[config.mk]
export PLATFORM = sky130hd
export DESIGN_NAME = rv_core_top
export DESIGN_NICKNAME = d
export VERILOG_FILES = /design/src/rv_pkg.sv /design/src/rv_ex_if.sv /design/src/rv_core_top.sv /design/src/rv_decoder.sv /design/src/rv_execute.sv /design/src/rv_pc_reg.sv /design/src/rv_regfile.sv
export SDC_FILE = /design/constraint.sdc
export NUM_CORES = 2
export LEC_CHECK = 0
export ABC_AREA = 1
export BUFFER_PORTS_ARGS = -buffer_cell sky130_fd_sc_hd__clkbuf_2
export CAP_MARGIN = 15
export CORE_MARGIN = 4
export CORE_UTILIZATION = 45
export DETAILED_ROUTE_END_ITERATION = 8
export HOLD_SLACK_MARGIN = 0.03
export PLACE_DENSITY = 0.59
export SLEW_MARGIN = 20
export SYNTH_ARGS = -nofsm -noshare
export SYNTH_HDL_FRONTEND = slang
export SYNTH_HIERARCHICAL = 1
export SYNTH_SLANG_ARGS = --single-unit
[constraint.sdc]
create_clock -name clk -period 4.8 [get_ports clk]
set_clock_uncertainty 0.15 [all_clocks]
set_input_delay 0.24 -clock clk [delete_from_list [all_inputs] [get_ports clk]]
set_output_delay 0.24 -clock clk [all_outputs]
set_load 0.05 [all_outputs]
[src/rv_pkg.sv]
`default_nettype none

package rv_pkg;

	// datapath widths
	localparam int DATA_LEN     = 32;
	localparam int ADDR_LEN     = 32;
	localparam int REG_ADDR_LEN = 5;

	// first fetch address after reset
	localparam logic [ADDR_LEN-1:0] RESET_PC = 32'h8000_0000;

	// major opcodes, inst[6:0]
	localparam logic [6:0] OPC_LUI    = 7'b0110111;
	localparam logic [6:0] OPC_AUIPC  = 7'b0010111;
	localparam logic [6:0] OPC_JAL    = 7'b1101111;
	localparam logic [6:0] OPC_JALR   = 7'b1100111;
	localparam logic [6:0] OPC_BRANCH = 7'b1100011;
	localparam logic [6:0] OPC_OP_IMM = 7'b0010011;
	localparam logic [6:0] OPC_OP     = 7'b0110011;
	localparam logic [6:0] OPC_SYSTEM = 7'b1110011;

	// the only system instruction we accept
	localparam logic [31:0] EBREAK_INST = 32'h0010_0073;

	typedef enum logic [3:0] {
		ALU_ADD,
		ALU_SUB,
		ALU_SLL,
		ALU_SLT,
		ALU_SLTU,
		ALU_XOR,
		ALU_SRL,
		ALU_SRA,
		ALU_OR,
		ALU_AND,
		ALU_PASS_B
	} alu_op_e;

	typedef enum logic [1:0] {SRC_A_REG, SRC_A_PC, SRC_A_ZERO} src_a_e;

	typedef enum logic {SRC_B_REG, SRC_B_IMM} src_b_e;

	typedef enum logic {WB_ALU, WB_PC4} wb_sel_e;

	// branch condition itself travels as funct3
	typedef enum logic [1:0] {BR_NONE, BR_BRANCH, BR_JAL, BR_JALR} br_kind_e;

endpackage

`default_nettype wire

[src/rv_ex_if.sv]
`timescale 1ns/1ps
`default_nettype none

interface rv_ex_if;

	// control from the decoder
	rv_pkg::alu_op_e                      alu_op;
	rv_pkg::src_a_e                       src_a;
	rv_pkg::src_b_e                       src_b;
	rv_pkg::wb_sel_e                      wb_sel;
	rv_pkg::br_kind_e                     br_kind;
	logic [2:0]                           br_funct3;
	// operands
	logic [rv_pkg::ADDR_LEN-1:0]          pc;
	logic [rv_pkg::DATA_LEN-1:0]          reg1;
	logic [rv_pkg::DATA_LEN-1:0]          reg2;
	logic [rv_pkg::DATA_LEN-1:0]          imm;
	// destination register
	logic                                 wd;
	logic [rv_pkg::REG_ADDR_LEN-1:0]      wreg;

	modport dec (
		output alu_op, src_a, src_b, wb_sel, br_kind, br_funct3,
		output pc, reg1, reg2, imm, wd, wreg
	);

	modport ex (
		input alu_op, src_a, src_b, wb_sel, br_kind, br_funct3,
		input pc, reg1, reg2, imm, wd, wreg
	);

endinterface

`default_nettype wire

[src/rv_core_top.sv]
`timescale 1ns/1ps
`default_nettype none

module rv_core_top (
	input  logic                            clk,
	input  logic                            rst,
	input  logic [rv_pkg::DATA_LEN-1:0]     inst_i,
	output logic [rv_pkg::ADDR_LEN-1:0]     pc_o,
	output logic                            invalid_o,
	output logic                            halt_o,
	output logic                            wb_en_o,
	output logic [rv_pkg::REG_ADDR_LEN-1:0] wb_addr_o,
	output logic [rv_pkg::DATA_LEN-1:0]     wb_data_o
);

	// regfile read side
	logic [rv_pkg::REG_ADDR_LEN-1:0] raddr1;
	logic [rv_pkg::REG_ADDR_LEN-1:0] raddr2;
	logic [rv_pkg::DATA_LEN-1:0]     rdata1;
	logic [rv_pkg::DATA_LEN-1:0]     rdata2;
	// writeback from execute
	logic                            wd;
	logic [rv_pkg::REG_ADDR_LEN-1:0] wreg;
	logic [rv_pkg::DATA_LEN-1:0]     wdata;
	logic [rv_pkg::ADDR_LEN-1:0]     pc_next;
	logic                            is_ebreak;

	rv_ex_if ex_bus ();

	rv_pc_reg u_pc_reg (
		.clk        (clk),
		.rst        (rst),
		.pc_next_i  (pc_next),
		.halt_req_i (is_ebreak),
		.pc_o       (pc_o),
		.halt_o     (halt_o)
	);

	rv_regfile u_regfile (
		.clk      (clk),
		.rst      (rst),
		.halt_i   (halt_o),
		.raddr1_i (raddr1),
		.raddr2_i (raddr2),
		.rdata1_o (rdata1),
		.rdata2_o (rdata2),
		.wen_i    (wd),
		.waddr_i  (wreg),
		.wdata_i  (wdata)
	);

	rv_decoder u_decoder (
		.inst_i      (inst_i),
		.pc_i        (pc_o),
		.raddr1_o    (raddr1),
		.raddr2_o    (raddr2),
		.rdata1_i    (rdata1),
		.rdata2_i    (rdata2),
		.ex          (ex_bus.dec),
		.is_ebreak_o (is_ebreak),
		.invalid_o   (invalid_o)
	);

	rv_execute u_execute (
		.ex        (ex_bus.ex),
		.wd_o      (wd),
		.wreg_o    (wreg),
		.wdata_o   (wdata),
		.pc_next_o (pc_next)
	);

	// strobe only when a write really commits
	assign wb_en_o   = wd & rst & ~halt_o;
	assign wb_addr_o = wreg;
	assign wb_data_o = wdata;

endmodule

`default_nettype wire

[src/rv_decoder.sv]
`timescale 1ns/1ps
`default_nettype none

module rv_decoder (
	input  logic [rv_pkg::DATA_LEN-1:0]     inst_i,
	input  logic [rv_pkg::ADDR_LEN-1:0]     pc_i,
	output logic [rv_pkg::REG_ADDR_LEN-1:0] raddr1_o,
	output logic [rv_pkg::REG_ADDR_LEN-1:0] raddr2_o,
	input  logic [rv_pkg::DATA_LEN-1:0]     rdata1_i,
	input  logic [rv_pkg::DATA_LEN-1:0]     rdata2_i,
	rv_ex_if.dec                            ex,
	output logic                            is_ebreak_o,
	output logic                            invalid_o
);

	logic [6:0]                        opcode;
	logic [2:0]                        funct3;
	logic [6:0]                        funct7;
	logic [rv_pkg::DATA_LEN-1:0]       imm_i;
	logic [rv_pkg::DATA_LEN-1:0]       imm_u;
	logic [rv_pkg::DATA_LEN-1:0]       imm_j;
	logic [rv_pkg::DATA_LEN-1:0]       imm_b;
	logic                              legal;

	// instruction fields
	assign opcode = inst_i[6:0];
	assign funct3 = inst_i[14:12];
	assign funct7 = inst_i[31:25];

	// sign-extended immediates
	assign imm_i = {{20{inst_i[31]}}, inst_i[31:20]};
	assign imm_u = {inst_i[31:12], 12'b0};
	assign imm_j = {{12{inst_i[31]}}, inst_i[19:12], inst_i[20], inst_i[30:21], 1'b0};
	assign imm_b = {{20{inst_i[31]}}, inst_i[7], inst_i[30:25], inst_i[11:8], 1'b0};

	// register reads go straight to the file
	assign raddr1_o = inst_i[19:15];
	assign raddr2_o = inst_i[24:20];

	// operands pass through to execute
	assign ex.pc        = pc_i;
	assign ex.reg1      = rdata1_i;
	assign ex.reg2      = rdata2_i;
	assign ex.wreg      = inst_i[11:7];
	assign ex.br_funct3 = funct3;

	assign invalid_o = ~legal;

	always_comb begin
		// defaults, reg-reg add with no write
		ex.alu_op   = rv_pkg::ALU_ADD;
		ex.src_a    = rv_pkg::SRC_A_REG;
		ex.src_b    = rv_pkg::SRC_B_REG;
		ex.wb_sel   = rv_pkg::WB_ALU;
		ex.br_kind  = rv_pkg::BR_NONE;
		ex.imm      = '0;
		ex.wd       = 1'b0;
		is_ebreak_o = 1'b0;
		legal       = 1'b0;
		case (opcode)
			rv_pkg::OPC_LUI: begin
				ex.src_a  = rv_pkg::SRC_A_ZERO;
				ex.src_b  = rv_pkg::SRC_B_IMM;
				ex.alu_op = rv_pkg::ALU_PASS_B;
				ex.imm    = imm_u;
				ex.wd     = 1'b1;
				legal     = 1'b1;
			end
			rv_pkg::OPC_AUIPC: begin
				ex.src_a = rv_pkg::SRC_A_PC;
				ex.src_b = rv_pkg::SRC_B_IMM;
				ex.imm   = imm_u;
				ex.wd    = 1'b1;
				legal    = 1'b1;
			end
			rv_pkg::OPC_JAL: begin
				ex.br_kind = rv_pkg::BR_JAL;
				ex.wb_sel  = rv_pkg::WB_PC4;
				ex.imm     = imm_j;
				ex.wd      = 1'b1;
				legal      = 1'b1;
			end
			rv_pkg::OPC_JALR: begin
				// only funct3 000 is defined
				ex.br_kind = rv_pkg::BR_JALR;
				ex.wb_sel  = rv_pkg::WB_PC4;
				ex.imm     = imm_i;
				ex.wd      = 1'b1;
				legal      = (funct3 == 3'b000);
			end
			rv_pkg::OPC_BRANCH: begin
				// 010 and 011 are reserved
				ex.br_kind = rv_pkg::BR_BRANCH;
				ex.imm     = imm_b;
				legal      = (funct3 != 3'b010) && (funct3 != 3'b011);
			end
			rv_pkg::OPC_OP_IMM: begin
				ex.src_b = rv_pkg::SRC_B_IMM;
				ex.imm   = imm_i;
				ex.wd    = 1'b1;
				legal    = 1'b1;
				case (funct3)
					3'b000: ex.alu_op = rv_pkg::ALU_ADD;
					3'b010: ex.alu_op = rv_pkg::ALU_SLT;
					3'b011: ex.alu_op = rv_pkg::ALU_SLTU;
					3'b100: ex.alu_op = rv_pkg::ALU_XOR;
					3'b110: ex.alu_op = rv_pkg::ALU_OR;
					3'b111: ex.alu_op = rv_pkg::ALU_AND;
					3'b001: begin
						ex.alu_op = rv_pkg::ALU_SLL;
						legal     = (funct7 == 7'h00);
					end
					default: begin
						// funct7 picks logical or arithmetic
						ex.alu_op = funct7[5] ? rv_pkg::ALU_SRA : rv_pkg::ALU_SRL;
						legal     = (funct7 == 7'h00) || (funct7 == 7'h20);
					end
				endcase
			end
			rv_pkg::OPC_OP: begin
				ex.wd = 1'b1;
				if (funct7 == 7'h00) begin
					legal = 1'b1;
					case (funct3)
						3'b000: ex.alu_op = rv_pkg::ALU_ADD;
						3'b001: ex.alu_op = rv_pkg::ALU_SLL;
						3'b010: ex.alu_op = rv_pkg::ALU_SLT;
						3'b011: ex.alu_op = rv_pkg::ALU_SLTU;
						3'b100: ex.alu_op = rv_pkg::ALU_XOR;
						3'b101: ex.alu_op = rv_pkg::ALU_SRL;
						3'b110: ex.alu_op = rv_pkg::ALU_OR;
						default: ex.alu_op = rv_pkg::ALU_AND;
					endcase
				end else if (funct7 == 7'h20) begin
					// only sub and sra use the alt encoding
					ex.alu_op = (funct3 == 3'b000) ? rv_pkg::ALU_SUB : rv_pkg::ALU_SRA;
					legal     = (funct3 == 3'b000) || (funct3 == 3'b101);
				end
			end
			rv_pkg::OPC_SYSTEM: begin
				is_ebreak_o = (inst_i == rv_pkg::EBREAK_INST);
				legal       = is_ebreak_o;
			end
			default: begin
				legal = 1'b0;
			end
		endcase
		// illegal words retire as no-ops
		if (!legal) begin
			ex.wd      = 1'b0;
			ex.br_kind = rv_pkg::BR_NONE;
		end
	end

endmodule

`default_nettype wire

[src/rv_execute.sv]
`timescale 1ns/1ps
`default_nettype none

module rv_execute (
	rv_ex_if.ex                             ex,
	output logic                            wd_o,
	output logic [rv_pkg::REG_ADDR_LEN-1:0] wreg_o,
	output logic [rv_pkg::DATA_LEN-1:0]     wdata_o,
	output logic [rv_pkg::ADDR_LEN-1:0]     pc_next_o
);

	logic [rv_pkg::DATA_LEN-1:0] op_a;
	logic [rv_pkg::DATA_LEN-1:0] op_b;
	logic [rv_pkg::DATA_LEN-1:0] alu_res;
	logic [rv_pkg::DATA_LEN-1:0] jalr_sum;
	logic [rv_pkg::ADDR_LEN-1:0] pc_plus4;
	logic [rv_pkg::ADDR_LEN-1:0] pc_target;
	logic [4:0]                  shamt;
	logic                        taken;

	// operand muxes
	always_comb begin
		case (ex.src_a)
			rv_pkg::SRC_A_PC:   op_a = ex.pc;
			rv_pkg::SRC_A_ZERO: op_a = '0;
			default:            op_a = ex.reg1;
		endcase
		op_b = (ex.src_b == rv_pkg::SRC_B_IMM) ? ex.imm : ex.reg2;
	end

	assign shamt = op_b[4:0];

	// alu
	always_comb begin
		case (ex.alu_op)
			rv_pkg::ALU_SUB:    alu_res = op_a - op_b;
			rv_pkg::ALU_SLL:    alu_res = op_a << shamt;
			rv_pkg::ALU_SLT:    alu_res = {31'b0, $signed(op_a) < $signed(op_b)};
			rv_pkg::ALU_SLTU:   alu_res = {31'b0, op_a < op_b};
			rv_pkg::ALU_XOR:    alu_res = op_a ^ op_b;
			rv_pkg::ALU_SRL:    alu_res = op_a >> shamt;
			rv_pkg::ALU_SRA:    alu_res = $signed(op_a) >>> shamt;
			rv_pkg::ALU_OR:     alu_res = op_a | op_b;
			rv_pkg::ALU_AND:    alu_res = op_a & op_b;
			rv_pkg::ALU_PASS_B: alu_res = op_b;
			default:            alu_res = op_a + op_b;
		endcase
	end

	// branch compare on the raw register values
	always_comb begin
		case (ex.br_funct3)
			3'b000:  taken = (ex.reg1 == ex.reg2);
			3'b001:  taken = (ex.reg1 != ex.reg2);
			3'b100:  taken = ($signed(ex.reg1) < $signed(ex.reg2));
			3'b101:  taken = ($signed(ex.reg1) >= $signed(ex.reg2));
			3'b110:  taken = (ex.reg1 < ex.reg2);
			3'b111:  taken = (ex.reg1 >= ex.reg2);
			default: taken = 1'b0;
		endcase
	end

	assign pc_plus4  = ex.pc + 32'd4;
	assign pc_target = ex.pc + ex.imm;
	// jalr drops bit 0 of the sum
	assign jalr_sum  = ex.reg1 + ex.imm;

	// next pc select
	always_comb begin
		case (ex.br_kind)
			rv_pkg::BR_BRANCH: pc_next_o = taken ? pc_target : pc_plus4;
			rv_pkg::BR_JAL:    pc_next_o = pc_target;
			rv_pkg::BR_JALR:   pc_next_o = {jalr_sum[31:1], 1'b0};
			default:           pc_next_o = pc_plus4;
		endcase
	end

	// writeback, link address for jumps
	assign wd_o    = ex.wd;
	assign wreg_o  = ex.wreg;
	assign wdata_o = (ex.wb_sel == rv_pkg::WB_PC4) ? pc_plus4 : alu_res;

endmodule

`default_nettype wire

[src/rv_pc_reg.sv]
`timescale 1ns/1ps
`default_nettype none

module rv_pc_reg (
	input  logic                        clk,
	input  logic                        rst,
	input  logic [rv_pkg::ADDR_LEN-1:0] pc_next_i,
	input  logic                        halt_req_i,
	output logic [rv_pkg::ADDR_LEN-1:0] pc_o,
	output logic                        halt_o
);

	always_ff @(posedge clk) begin
		if (!rst) begin
			pc_o   <= rv_pkg::RESET_PC;
			halt_o <= 1'b0;
		end else if (!halt_o) begin
			// ebreak parks the pc on itself
			if (halt_req_i) begin
				halt_o <= 1'b1;
			end else begin
				pc_o <= pc_next_i;
			end
		end
		// sticky until next reset
	end

endmodule

`default_nettype wire

[src/rv_regfile.sv]
`timescale 1ns/1ps
`default_nettype none

module rv_regfile (
	input  logic                            clk,
	input  logic                            rst,
	input  logic                            halt_i,
	input  logic [rv_pkg::REG_ADDR_LEN-1:0] raddr1_i,
	input  logic [rv_pkg::REG_ADDR_LEN-1:0] raddr2_i,
	output logic [rv_pkg::DATA_LEN-1:0]     rdata1_o,
	output logic [rv_pkg::DATA_LEN-1:0]     rdata2_o,
	input  logic                            wen_i,
	input  logic [rv_pkg::REG_ADDR_LEN-1:0] waddr_i,
	input  logic [rv_pkg::DATA_LEN-1:0]     wdata_i
);

	logic [rv_pkg::DATA_LEN-1:0] regs [0:31];

	// whole file clears in reset
	always_ff @(posedge clk) begin
		if (!rst) begin
			for (int i = 0; i < 32; i++) begin
				regs[i] <= '0;
			end
		end else if (wen_i && !halt_i && (waddr_i != '0)) begin
			// x0 never written
			regs[waddr_i] <= wdata_i;
		end
	end

	// combinational reads, x0 hardwired
	assign rdata1_o = (raddr1_i == '0) ? '0 : regs[raddr1_i];
	assign rdata2_o = (raddr2_i == '0) ? '0 : regs[raddr2_i];

endmodule

`default_nettype wire

==> out/metrics.cfg <==
[die]
die_area_sq_mm = 0.1790
floorplan.core_area_sq_mm = 0.1715
initial_utilization = 0.4519
die_height_um = 423.1
floorplan.die.width_um = 423.1
std_cell_rows = 152
ios = 106

[critical_path]
path_max_fanout = 3
setup.reg_to_reg.worst_slack_ps = -150
setup.worst_path.end = wb_data_o[12]
worstPathRequired_ps = 4410
critPathSlowestCell = edfxtp_1
critical_path.endpoint_type = output port
critical_path_arrival_ps = 4920
max_stage_delay_ps = 420
timing.setup.critical_path_class = reg -> out
timing.rr.end = u_regfile/regs[16][12]
r2r_cells = 31
critical_path.startpoint = u_regfile/regs[30][0]
start_kind = register
worst_r2r_startpoint = u_regfile/regs[30][0]

[cts]
path_clk_slew_ps = 60
clkLatencyLatePin_ps = 830
htree_levels = 3
cts_tree = built
cts_max_path_buffers = 3
numCtsBuffers = 116
numClockSinks = 1057
cts-root-buf = clkbuf_16

[pwr]
power.leakage_nw = 47.68
total_power_mw = 36.23
worst_ir_drop_vdd_v = 0.0003729
power_per_cell_area_mw_per_mm2 = 343.2

[layout]
register_area_sq_mm = 0.03141
layout.filler_cells = 15428
layout.nets = 12862
area_grow_syn2layout_pct = 36.15
final_cells = 15048
layout_common_cells = 2864 x nand2_1, 1935 x nor2_1, 1613 x buf_4, 1378 x nand3_1, 1024 x edfxtp_1
layout-drive-gt1-share = 0.2747
layout.core_utilization = 0.6153
multi_input_area_sq_mm = 0.04441
layout_commonest_cell = nand2_1

[global_route]
grt_remaining_overflow = 0
vias_in_the_first_global_route = 84708
globalRouteTotalUtil = 0.4496
grt_antenna_before_repair = 14
grt_start_max_net_pins = 67
grt_pass1_wl_um = 585800

[sta]
fmax_mhz = 188.4
tightestPinTransition_ps = 1126
hold_ws_ps = 169.2
timing.final.crit_share = 1.106
rsz0062_at_grt = true
final.setup.tns_ps = -11650
timing.max_slew.rel_slack = 0.2453
final_report_max_slew_violation_count = 0
finalHoldViolations = 0
timing.final.crit_period_ps = 5308
setup-violations-final = 100
layout_setup_ws_ps = -508.4

[synthesis]
sequential_area_share_after_synthesis = 0.4052
synth-async-reset-ratio = 0
mappedNetlistArea_sq_mm = 0.07753
synth.distinct_cells = 61
syn_area_per_cell_sq_um = 6.891
yosys_warnings = 6
synth_cells = 11251
yosys_register_bits = 1057
synth_flop_cell = edfxtp_1
synth_enable_flop_cells = 1024

[placement]
hpwlAfterDp_um = 307200
place.gp.congestion = 1.153
port_buffers = 105
dpl.cell_count = 14678

[detailed_routing]
drt.antenna.violating_nets = 0
detail_routed_net_length_per_standard_cell_um = 28.21
drcViolationCount = 0
routed-via-count = 90085
detail_route.iter0.violations = 13126
drtPass1Iterations = 9
total_wire_length_after_detailed_routing_um = 424500
post_drt_via_cell_ratio = 5.987

[worst_hold_path]
hold_path.class = in -> reg

[status]
outcome = complete, but fails checks
violations = negative setup slack

[job]
drv.max_cap_violation_count = 0

-- through the flow --
stage	setup slack (ps)	cell area, sq um
2_1_floorplan	2.780	77770
5_1_grt	-571.4	105500
6_report	-508.4	105600
3_3_place_gp	-1539	94130
3_5_place_dp	-1534	94130
4_1_cts	-316.3	102200
-- critical path: cells and delay by family, from the launching register on --
family,cells,cell delay (ps)
and+or+nand+nor,15,1710
DFF,1,420
AOI/OAI and AO/OA,4,590
buffers and inverters,7,790
adders and majority gates,2,570
-- report_power, final --
part	switching, mW	internal, mW	leakage, nW
clock network	4.07	5.33	1.91
registers	0.182	10.4	10.8
logic	10.1	6.16	35.0
total	14.3	21.9	47.7
-- Yosys cell counts, types with 5 or more instances --
cell	number	share of area
o21bai_1	22	0.0021
a21boi_0	11	0.0011
nand3_1	1533	0.099
buf_6	44	0.0064
ha_1	192	0.031
dfxtp_1	33	0.0085
inv_1	678	0.033
a21o_1	14	0.0014
edfxtp_1	1024	0.40
o21a_1	13	0.0013
o21ai_2	5	0.00056
clkbuf_1	387	0.019
nor3_4	5	0.0010
a31oi_1	10	0.00081
nor2_2	27	0.0022
nor4_1	17	0.0014
o22ai_1	33	0.0027
a21boi_2	7	0.0010
buf_4	137	0.013
buf_2	253	0.016
a221oi_1	18	0.0020
nand3_2	8	0.0010
a21boi_1	14	0.0014
nor2_1	2166	0.10
o21ai_1	40	0.0026
or2_2	26	0.0021
nand2_2	12	0.00097
xnor2_1	14	0.0016
nand2_1	3190	0.15
nand4_1	42	0.0034
inv_2	13	0.00063
nor3_1	54	0.0035
buf_1	59	0.0029
o211ai_1	38	0.0037
xor2_1	30	0.0034
o21ai_0	661	0.043
a21oi_1	355	0.023
nand3b_1	16	0.0015
-- routing by layer --
metal	part of all wire	GRT usage	vias to the layer above
met5	0.00075	0.005645	-
met4	0.094	0.3340	8
met3	0.12	0.1167	1545
met2	0.43	0.6837	6393
met1	0.36	0.5490	42566
li1	-	-	39573
-- registers in the layout, indices dropped and copies added (netlist names) --
register and count:
u_pc_reg/halt_o 1, u_pc_reg/pc_o 32, u_regfile/regs 1024
-- cells by family (layout without fill, tap and decap cells) --
logic type / Yosys count / in the layout / share of synthesized area
AO/OA/AOI/OAI: 1262 / 1262 / 0.08878
other: 1 / 40 / 0.00004837
adder cells (fa/ha/maj): 196 / 196 / 0.03202
buffers and inverters: 1578 / 3026 / 0.09148
XOR/XNOR: 44 / 44 / 0.004971
AND/OR/NAND/NOR: 7113 / 7113 / 0.3775
flip-flops: 1057 / 1057 / 0.4052
-- timing repair --
| item | 4_1_cts | 5_1_grt |
|---|---|---|
| endpoints found under the hold margin | 19 | 0 |
| setup buffers | 77 | 83 |
| pin swaps | 249 | 298 |
| cloned | 3 | 16 |
| hold buffers | 1 | 0 |
| gates resized for setup | 987 | 683 |
| endpoints found under the setup margin | 1018 | 632 |
-- worst min path at each step --
stage,from,endpoint,cells past startpoint
floorplan,rst,u_pc_reg/pc_o[27],3
global placement,u_pc_reg/pc_o[30],u_pc_reg/pc_o[30],3
detailed placement,u_pc_reg/pc_o[29],u_pc_reg/pc_o[29],3
CTS,inst_i[4],u_pc_reg/halt_o,6
global route,inst_i[4],u_pc_reg/halt_o,6
finish,inst_i[4],u_pc_reg/halt_o,6
-- area by class of cell --
| class | instances | share of cell area |
|---|---|---|
| diodes | 8 | 0.0001897 |
| multi-input cells | 8647 | 0.4208 |
| clock inverters | 79 | 0.008653 |
| repair inverters | 1 | 0.00008298 |
| well taps | 2310 | 0.02738 |
| clock buffers | 137 | 0.02845 |
| inverters | 696 | 0.02629 |
| flip-flops and latches | 1057 | 0.2976 |
| repair buffers | 2113 | 0.1906 |
Power figures use the tool's default switching activity.
